===== src/rtl/if_stage_params.svh =====
//////////////////////////////////////////////////
// fetch stage constants
// debug addresses, boot offset and vector layout
//////////////////////////////////////////////////

`ifndef IF_STAGE_PARAMS_SVH
`define IF_STAGE_PARAMS_SVH

// datapath width
`define IF_XLEN 32

// debug module entry points
`define IF_DM_HALT_ADDR 32'h1A11_0800
`define IF_DM_EXC_ADDR  32'h1A11_0808

// first fetch lands this far into the boot page
`define IF_BOOT_OFFSET 8'h80

// low bits of mtvec ignored for the trap base
`define IF_VEC_ALIGN 8

// vector slot shared by all internal interrupts
`define IF_NMI_CAUSE 5'd31

`endif


===== src/rtl/if_stage_pkg.sv =====
//////////////////////////////////////////////////
// instruction fetch stage shared types
// pc source selects, exception cause and word types
//////////////////////////////////////////////////

package if_stage_pkg;

  // byte address and raw instruction words
  typedef logic [31:0] addr_t;
  typedef logic [31:0] instr_t;
  // low half, kept for mtval on compressed instructions
  typedef logic [15:0] half_t;

  //////////////////////////////////////////////////
  // next-pc sources
  //////////////////////////////////////////////////

  typedef enum logic [2:0] {
    pc_boot = 3'd0,
    pc_jump = 3'd1,
    pc_exc  = 3'd2,
    pc_eret = 3'd3,
    pc_dret = 3'd4
  } pc_sel_e;

  // trap target within the exception path
  typedef enum logic [1:0] {
    exc_pc_exc     = 2'd0,
    exc_pc_irq     = 2'd1,
    exc_pc_dbd     = 2'd2,
    exc_pc_dbg_exc = 2'd3
  } exc_pc_sel_e;

  // interrupt / exception cause as seen by the vector logic
  typedef struct packed {
    logic       irq_int;
    logic       irq_ext;
    logic [4:0] lower_cause;
  } exc_cause_t;

endpackage


===== src/rtl/if_id_if.sv =====
//////////////////////////////////////////////////
// IF/ID state bundle
// pipeline register outputs toward the pc check
//////////////////////////////////////////////////

`timescale 1ns/1ps

interface if_id_if;
  import if_stage_pkg::*;

  // current fetch address, not yet registered
  addr_t pc_if;
  // registered pc and compressed flag of the ID instruction
  addr_t pc_id;
  logic  compressed_id;
  // beat taken this cycle
  logic  accept;
  // merged bus / pmp error of the current beat
  logic  fetch_err;

  // pipeline register side
  modport pipe_mp (
    output pc_if, pc_id, compressed_id, accept, fetch_err
  );

  // pc increment checker side
  modport check_mp (
    input pc_if, pc_id, compressed_id, accept, fetch_err
  );

endinterface


===== src/rtl/if_id_pipe.sv =====
//////////////////////////////////////////////////
// IF/ID pipeline register
// error merging, compressed test, valid/new flags
//////////////////////////////////////////////////

`timescale 1ns/1ps

`include "if_stage_params.svh"

module if_id_pipe (
  input  logic                 clk_i,
  input  logic                 rst_ni,
  input  logic                 fetch_valid_i,
  input  if_stage_pkg::instr_t fetch_rdata_i,
  input  if_stage_pkg::addr_t  fetch_addr_i,
  input  logic                 fetch_err_i,
  input  logic                 fetch_err_plus2_i,
  input  logic                 pmp_err_if_i,
  input  logic                 pmp_err_if_plus2_i,
  input  logic                 id_in_ready_i,
  input  logic                 pc_set_i,
  input  logic                 instr_valid_clear_i,
  output logic                 fetch_ready_o,
  output logic                 instr_valid_id_o,
  output logic                 instr_new_id_o,
  output if_stage_pkg::instr_t instr_rdata_id_o,
  output if_stage_pkg::half_t  instr_rdata_c_id_o,
  output logic                 instr_is_compressed_id_o,
  output logic                 instr_fetch_err_o,
  output logic                 instr_fetch_err_plus2_o,
  output if_stage_pkg::addr_t  pc_id_o,
  if_id_if.pipe_mp             if_id
);
  import if_stage_pkg::*;

  logic  is_compressed;
  logic  pmp_err_plus2;
  logic  pmp_err;
  logic  instr_err;
  logic  instr_err_plus2;
  logic  accept;
  logic  valid_d;
  half_t rdata_c;

  // rvc encodings never have both low bits set
  assign is_compressed = (fetch_rdata_i[1:0] != 2'b11);
  assign rdata_c       = fetch_rdata_i[`IF_XLEN/2-1:0];

  //////////////////////////////////////////////////
  // error merging
  //////////////////////////////////////////////////

  // 32-bit instr straddling a word, second half faulted
  assign pmp_err_plus2 = fetch_addr_i[1] & ~is_compressed & pmp_err_if_plus2_i;
  assign pmp_err       = pmp_err_if_i | pmp_err_plus2;
  assign instr_err     = fetch_err_i | pmp_err;
  // fault on the first half wins over the second
  assign instr_err_plus2 = (pmp_err_plus2 | fetch_err_plus2_i) & ~pmp_err_if_i;

  // no stall source besides ID
  assign fetch_ready_o = id_in_ready_i;
  assign accept        = fetch_valid_i & id_in_ready_i;

  // pc_set squashes the beat taken in the same cycle
  assign valid_d = (accept & ~pc_set_i) | (instr_valid_id_o & ~instr_valid_clear_i);

  always_ff @(posedge clk_i or negedge rst_ni) begin
    if (!rst_ni) begin
      instr_valid_id_o <= 1'b0;
      instr_new_id_o   <= 1'b0;
    end else begin
      instr_valid_id_o <= valid_d;
      // one pulse per accepted beat
      instr_new_id_o   <= accept;
    end
  end

  // data registers, frozen under back-pressure
  always_ff @(posedge clk_i or negedge rst_ni) begin
    if (!rst_ni) begin
      instr_rdata_id_o         <= '0;
      instr_rdata_c_id_o       <= '0;
      instr_is_compressed_id_o <= 1'b0;
      instr_fetch_err_o        <= 1'b0;
      instr_fetch_err_plus2_o  <= 1'b0;
      pc_id_o                  <= '0;
    end else if (accept) begin
      instr_rdata_id_o         <= fetch_rdata_i;
      instr_rdata_c_id_o       <= rdata_c;
      instr_is_compressed_id_o <= is_compressed;
      instr_fetch_err_o        <= instr_err;
      instr_fetch_err_plus2_o  <= instr_err_plus2;
      pc_id_o                  <= fetch_addr_i;
    end
  end

  // state for the pc check
  assign if_id.pc_if         = fetch_addr_i;
  assign if_id.pc_id         = pc_id_o;
  assign if_id.compressed_id = instr_is_compressed_id_o;
  assign if_id.accept        = accept;
  assign if_id.fetch_err     = instr_err;

endmodule


===== src/rtl/if_stage_top.sv =====
//////////////////////////////////////////////////
// instruction fetch stage top
// pc select, IF/ID register and pc increment check
//////////////////////////////////////////////////

`timescale 1ns/1ps

module if_stage_top (
  input  logic                      clk_i,
  input  logic                      rst_ni,
  // redirect sources
  input  if_stage_pkg::addr_t       boot_addr_i,
  input  if_stage_pkg::addr_t       branch_target_ex_i,
  input  if_stage_pkg::addr_t       csr_mepc_i,
  input  if_stage_pkg::addr_t       csr_depc_i,
  input  if_stage_pkg::addr_t       csr_mtvec_i,
  // redirect control
  input  logic                      pc_set_i,
  input  if_stage_pkg::pc_sel_e     pc_mux_i,
  input  if_stage_pkg::exc_pc_sel_e exc_pc_mux_i,
  input  if_stage_pkg::exc_cause_t  exc_cause_i,
  // fetch stream from the prefetcher
  input  logic                      fetch_valid_i,
  input  if_stage_pkg::instr_t      fetch_rdata_i,
  input  if_stage_pkg::addr_t       fetch_addr_i,
  input  logic                      fetch_err_i,
  input  logic                      fetch_err_plus2_i,
  input  logic                      pmp_err_if_i,
  input  logic                      pmp_err_if_plus2_i,
  // ID stage control
  input  logic                      id_in_ready_i,
  input  logic                      instr_valid_clear_i,
  // prefetcher redirect
  output logic                      prefetch_branch_o,
  output if_stage_pkg::addr_t       prefetch_addr_o,
  output logic                      csr_mtvec_init_o,
  output logic                      fetch_ready_o,
  // ID stage instruction
  output logic                      instr_valid_id_o,
  output logic                      instr_new_id_o,
  output if_stage_pkg::instr_t      instr_rdata_id_o,
  output if_stage_pkg::half_t       instr_rdata_c_id_o,
  output logic                      instr_is_compressed_id_o,
  output logic                      instr_fetch_err_o,
  output logic                      instr_fetch_err_plus2_o,
  output if_stage_pkg::addr_t       pc_if_o,
  output if_stage_pkg::addr_t       pc_id_o,
  output logic                      pc_mismatch_alert_o
);

  // IF/ID state toward the checker
  if_id_if if_id ();

  pc_select u_pc_select (
    .boot_addr_i        (boot_addr_i),
    .branch_target_ex_i (branch_target_ex_i),
    .csr_mepc_i         (csr_mepc_i),
    .csr_depc_i         (csr_depc_i),
    .csr_mtvec_i        (csr_mtvec_i),
    .pc_set_i           (pc_set_i),
    .pc_mux_i           (pc_mux_i),
    .exc_pc_mux_i       (exc_pc_mux_i),
    .exc_cause_i        (exc_cause_i),
    .prefetch_branch_o  (prefetch_branch_o),
    .prefetch_addr_o    (prefetch_addr_o),
    .csr_mtvec_init_o   (csr_mtvec_init_o)
  );

  if_id_pipe u_if_id_pipe (
    .clk_i                    (clk_i),
    .rst_ni                   (rst_ni),
    .fetch_valid_i            (fetch_valid_i),
    .fetch_rdata_i            (fetch_rdata_i),
    .fetch_addr_i             (fetch_addr_i),
    .fetch_err_i              (fetch_err_i),
    .fetch_err_plus2_i        (fetch_err_plus2_i),
    .pmp_err_if_i             (pmp_err_if_i),
    .pmp_err_if_plus2_i       (pmp_err_if_plus2_i),
    .id_in_ready_i            (id_in_ready_i),
    .pc_set_i                 (pc_set_i),
    .instr_valid_clear_i      (instr_valid_clear_i),
    .fetch_ready_o            (fetch_ready_o),
    .instr_valid_id_o         (instr_valid_id_o),
    .instr_new_id_o           (instr_new_id_o),
    .instr_rdata_id_o         (instr_rdata_id_o),
    .instr_rdata_c_id_o       (instr_rdata_c_id_o),
    .instr_is_compressed_id_o (instr_is_compressed_id_o),
    .instr_fetch_err_o        (instr_fetch_err_o),
    .instr_fetch_err_plus2_o  (instr_fetch_err_plus2_o),
    .pc_id_o                  (pc_id_o),
    .if_id                    (if_id.pipe_mp)
  );

  pc_incr_check u_pc_incr_check (
    .clk_i               (clk_i),
    .rst_ni              (rst_ni),
    .pc_set_i            (pc_set_i),
    .if_id               (if_id.check_mp),
    .pc_mismatch_alert_o (pc_mismatch_alert_o)
  );

  // fetch address is the IF pc
  assign pc_if_o = fetch_addr_i;

endmodule


===== src/rtl/pc_incr_check.sv =====
//////////////////////////////////////////////////
// pc increment check
// alerts on a non-sequential pc in sequential flow
//////////////////////////////////////////////////

`timescale 1ns/1ps

`include "if_stage_params.svh"

module pc_incr_check (
  input  logic      clk_i,
  input  logic      rst_ni,
  input  logic      pc_set_i,
  if_id_if.check_mp if_id,
  output logic      pc_mismatch_alert_o
);
  import if_stage_pkg::*;

  logic  seq_d;
  logic  seq_q;
  addr_t pc_expected;

  // flow stays sequential until a redirect or a faulted beat
  assign seq_d = (seq_q | if_id.accept) & ~pc_set_i & ~(if_id.accept & if_id.fetch_err);

  always_ff @(posedge clk_i or negedge rst_ni) begin
    if (!rst_ni) begin
      seq_q <= 1'b0;
    end else begin
      seq_q <= seq_d;
    end
  end

  // step size from the ID instruction
  assign pc_expected = if_id.pc_id + (if_id.compressed_id ? `IF_XLEN'd2 : `IF_XLEN'd4);

  // any other fetch address is a control flow fault
  assign pc_mismatch_alert_o = seq_q & (if_id.pc_if != pc_expected);

endmodule


===== src/rtl/pc_select.sv =====
//////////////////////////////////////////////////
// next-pc selection
// exception vector mux, fetch redirect, mtvec init
//////////////////////////////////////////////////

`timescale 1ns/1ps

`include "if_stage_params.svh"

module pc_select (
  input  if_stage_pkg::addr_t       boot_addr_i,
  input  if_stage_pkg::addr_t       branch_target_ex_i,
  input  if_stage_pkg::addr_t       csr_mepc_i,
  input  if_stage_pkg::addr_t       csr_depc_i,
  input  if_stage_pkg::addr_t       csr_mtvec_i,
  input  logic                      pc_set_i,
  input  if_stage_pkg::pc_sel_e     pc_mux_i,
  input  if_stage_pkg::exc_pc_sel_e exc_pc_mux_i,
  input  if_stage_pkg::exc_cause_t  exc_cause_i,
  output logic                      prefetch_branch_o,
  output if_stage_pkg::addr_t       prefetch_addr_o,
  output logic                      csr_mtvec_init_o
);
  import if_stage_pkg::*;

  addr_t      trap_base;
  addr_t      boot_pc;
  addr_t      exc_pc;
  addr_t      next_pc;
  logic [4:0] irq_vec;

  // mtvec with the mode / alignment bits dropped
  assign trap_base = {csr_mtvec_i[`IF_XLEN-1:`IF_VEC_ALIGN], {`IF_VEC_ALIGN{1'b0}}};

  // boot base is page aligned, offset sits in the low byte
  assign boot_pc = {boot_addr_i[`IF_XLEN-1:8], `IF_BOOT_OFFSET};

  //////////////////////////////////////////////////
  // exception vector
  //////////////////////////////////////////////////

  always_comb begin
    irq_vec = exc_cause_i.lower_cause;
    // internal irqs all share the nmi slot
    if (exc_cause_i.irq_int) begin
      irq_vec = `IF_NMI_CAUSE;
    end

    unique case (exc_pc_mux_i)
      exc_pc_exc:     exc_pc = trap_base;
      // vectored mode, one word per cause
      exc_pc_irq:     exc_pc = trap_base + addr_t'({irq_vec, 2'b00});
      exc_pc_dbd:     exc_pc = `IF_DM_HALT_ADDR;
      exc_pc_dbg_exc: exc_pc = `IF_DM_EXC_ADDR;
      default:        exc_pc = trap_base;
    endcase
  end

  //////////////////////////////////////////////////
  // next pc
  //////////////////////////////////////////////////

  always_comb begin
    unique case (pc_mux_i)
      pc_boot: next_pc = boot_pc;
      pc_jump: next_pc = branch_target_ex_i;
      pc_exc:  next_pc = exc_pc;
      // return from trap / debug
      pc_eret: next_pc = csr_mepc_i;
      pc_dret: next_pc = csr_depc_i;
      default: next_pc = boot_pc;
    endcase
  end

  // redirect the prefetcher on every pc set
  assign prefetch_branch_o = pc_set_i;
  // halfword aligned target
  assign prefetch_addr_o   = {next_pc[`IF_XLEN-1:1], 1'b0};

  // csr file loads its mtvec reset value on boot
  assign csr_mtvec_init_o = pc_set_i & (pc_mux_i == pc_boot);

endmodule


===== config.mk =====
export PLATFORM = sky130hd
export DESIGN_NAME = if_stage_top
export DESIGN_NICKNAME = d
export VERILOG_FILES = /design/src/rtl/if_stage_pkg.sv /design/src/rtl/if_id_if.sv /design/src/rtl/if_id_pipe.sv /design/src/rtl/if_stage_top.sv /design/src/rtl/pc_incr_check.sv /design/src/rtl/pc_select.sv
export VERILOG_INCLUDE_DIRS = /design/src /design/src/rtl
export SDC_FILE = /design/constraint.sdc
export NUM_CORES = 1
export LEC_CHECK = 0
export BUFFER_PORTS_ARGS = -buffer_cell sky130_fd_sc_hd__buf_2
export CORE_AREA = 5 5 151 153
export DETAILED_ROUTE_END_ITERATION = 10
export DIE_AREA = 0 0 156 158
export PLACE_DENSITY = 0.66
export SETUP_SLACK_MARGIN = 0.05
export SYNTH_ARGS = -nofsm -noshare
export SYNTH_HDL_FRONTEND = slang
export SYNTH_HIERARCHICAL = 1
export SYNTH_SLANG_ARGS = --single-unit
export TNS_END_PERCENT = 10

===== constraint.sdc =====
create_clock -name clk_i -period 5.1 [get_ports clk_i]
set_clock_uncertainty 0.05 [all_clocks]
set_input_delay 1.53 -clock clk_i [delete_from_list [all_inputs] [get_ports clk_i]]
set_output_delay 1.53 -clock clk_i [all_outputs]
set_load 0.02 [all_outputs]

==> results.txt <==
PortBufs: 377
Largest net degree at the start of global routing: 67
Uppermost routed layer: met4
Setup TNS: 0 ns
Placeable Area: 0.0214 mm2
Total CTS buffers: 9
Cells after Synth: 658
Mapped cell area: 0.00660 mm2
WL final: 21300 um
Hold Crit Depth: 1
Worst setup margin: 0.212 ns
Leak Pwr: 3.88 nW
Vias: 5895
Vias in the first global route: 5871
Grt ovf: 0
Net Switching: 0.829 mW
Finished layout cell area: 0.00815 mm2
Setup crit start kind: flop
Area delta synth->final: 23.5%
Layout fillers: 2230
Req. time, crit path: 3.52 ns
#FFs+latches synth: 70
Power Dens Cells: 281 mW/mm2
Root Buffer: clkbuf_16
Worst min-delay path class: reg2reg
Sw Share: 36.1%
CTS tree: yes
Final HPWL DP: 17400 um
First-pass GRT wire length: 31900 um
Post-DR vias/cell: 4.94
Number of nets in the layout: 1159
Ys async rst share: 100%
Clock share of power: 29.6%
Outcome: finished, final reports clean
Post-route minimum period: 4.89 ns
DRT met1 WL: 8200 um
Place WS: 0.179 ns
Slew margin rel.: 35.2%
Avg WL per Cell: 17.9 um
Max Cap Viol: 0
Total Power: 2.29 mW
Logic pwr share: 38.2%
CTS Hold Bufs: 0
Setup CP Type: reg2out
Initial Utilization: 30.8%
Crit end category: primary output
Slew @ Worst Pin: 0.967 ns
Arr. time, crit path: 3.31 ns
Most common cell in the synthesized netlist: buf_4
FF-to-FF path depth: 1
Final Slew Violations: 0
Die Wd: 156 um
Wire length on met3: 1610 um
Largest cells by area after synthesis: dfrtp_1, buf_4, mux2_4
Post-synth top area cell: dfrtp_1
Final setup violation count: 0
Worst hold slack: 0.435 ns
RSZ-0062 raised after global routing: no
Post-CTS Repair Setup Buffers: 0
Synth warn: 6
Metal2 WL: 11200 um
Internal: 1.47 mW
Top FF cell, synth: dfrtp_1
H-tree depth: 3
Post-synth cell types: 72
Area share of the largest cell type after synthesis: 26.5%
Worst VDD drop: 0.000157 V
Routed Antenna Nets: 0
Sequential Power Share: 32.2%
Die area: 0.0246 mm2
Boundary Pins: 399
Final hold viol count: 0
Mapped Nets: 907
Critical-path maximum fanout: 5
Fraction of layout cells with a size suffix above 1: 54.9%
Sequential area share after synthesis: 26.5%
Synth top cells by count: buf_4, dfrtp_1, mux2_4
Fmax: 205 MHz
Dpl cell area: 0.00779 mm2
Clock Tree Buf Depth: 2
Drt pass-1 iters: 4
FP Rows: 54
EDFF count, synth: 0
GRT Total Usage: 16.2%
Crit share post-route: 95.8%
Worst-path clk slew: 0.06 ns
Die Ht: 158 um
Gpl congestion: 0.827
Antenna violations before repair: 1
Antenna cells: 0
Latest clock arrival within the worst-skew pair: 0.33 ns
Initial DRC count: 175
DRC viols: 0
Mapped Avg Cell Area: 10.0 um2
CTS sink cnt: 70
[per-stage QoR]
stage,util (%),instances
finish,38.1,1194
global route,38.1,1194
CTS,37.9,1194
detailed placement,36.4,1179
global placement,36.4,1179
floorplan,-,658
[cells in the final DEF, fill, tap and decap left out, types with 4 or more instances in the layout]
master,netlist,final
nor3_1,8,8
nand4b_1,5,5
clkbuf_16,0,9
o22a_1,6,6
xnor2_1,19,19
o2111ai_1,18,18
nor4_1,7,5
mux2_2,9,9
mux2i_1,11,11
inv_1,13,13
nand3b_1,16,16
or2_2,8,8
nor3b_1,4,4
a221oi_1,9,9
or4b_1,36,36
nand2b_1,4,4
a2bb2oi_1,18,18
nor2b_1,5,5
xor2_1,15,15
buf_4,122,16
dfrtp_1,70,69
a221o_1,4,4
o21ai_0,4,4
nand3_1,9,9
a21oi_1,16,16
nand4_1,11,11
nand2_1,43,43
nor2_1,23,22
mux2_4,57,57
buf_2,13,377
[worst max-delay path, stage by stage, from the launching register on]
cell and delay, ns:
dfrtp_2 0.40, ha_1 0.18, inv_1 0.06, fa_1 0.42, nand4b_1 0.29, nor4_4 0.28
and4_1 0.31, mux2_2 0.35, o211ai_1 0.11, o211ai_2 0.11, o31a_1 0.30, buf_2 0.17
[cell families (layout without fill, tap and decap cells)]
logic type	after synthesis	count (layout)	share of synthesized area (%)
AO/OA/AOI/OAI	100	100	11.9
XOR/XNOR	35	35	4.76
adder cells (fa/ha/maj)	3	3	0.682
buffers and inverters	167	423	18.8
flip-flops	70	70	26.5
multiplexers	78	78	16.3
other	1	1	0.0568
AND/OR/NAND/NOR	204	204	20.9
[flip-flops by register name (all words and copies together), names as in the netlist]
name                                  flops
u_pc_incr_check/seq_q                     1
u_if_id_pipe/instr_rdata_id_o            32
u_if_id_pipe/if_id.pc_id                 32
u_if_id_pipe/instr_new_id_o               1
u_if_id_pipe/if_id.compressed_id          1
u_if_id_pipe/instr_fetch_err_plus2_o      1
u_if_id_pipe/instr_valid_id_o             1
u_if_id_pipe/instr_fetch_err_o            1
[power groups by stage]
stage,Clock (mW),Sequential (mW),Combinational (mW)
6_report,0.679,0.738,0.877
2_1_floorplan,0,0.772,0.630
3_3_place_gp,0,0.742,0.872
4_1_cts,0.702,0.738,0.884
3_5_place_dp,0,0.746,0.881
5_1_grt,0.724,0.753,0.940
[metal layers]
metal | track usage [%] | vias to the layer above
met1 | 18.9 | 2798
met2 | 30.0 | 243
met5 | 0 | -
met4 | 3.42 | 0
met3 | 4.32 | 23
li1 | - | 2831
[final cells by class]
type,instances,area [um2],area share (%)
clock buffer,10,239,2.93
clock inverter,5,83.8,1.03
inverter,14,60.1,0.737
multi-input combinational,421,3640,44.6
sequential,70,1750,21.5
tap,280,350,4.30
timing repair buffer,394,2030,24.9
[path summary, 6_finish.rpt]
kind | from | end | slack [ns]
worst min-delay path | u_if_id_pipe/instr_fetch_err_plus2_o | u_if_id_pipe/instr_fetch_err_plus2_o | 0.43
worst min register to register | u_if_id_pipe/instr_fetch_err_plus2_o | u_if_id_pipe/instr_fetch_err_plus2_o | 0.43
worst max-delay path | u_if_id_pipe/if_id.compressed_id | pc_mismatch_alert_o | 0.21
max in group asynchronous | rst_ni | u_if_id_pipe/if_id.compressed_id | 2.80
worst max register to register | u_if_id_pipe/if_id.pc_id[7] | u_if_id_pipe/if_id.pc_id[7] | 4.12
min in group asynchronous | rst_ni | u_if_id_pipe/instr_rdata_id_o[22] | 1.12
[repair_timing]
action / in CTS / in global routing
endpoints found under the setup margin: 1 / 1
resized for setup: 3 / 5
gates cloned: 0 / 0
No activity file was read; power rests on OpenSTA's default activity.
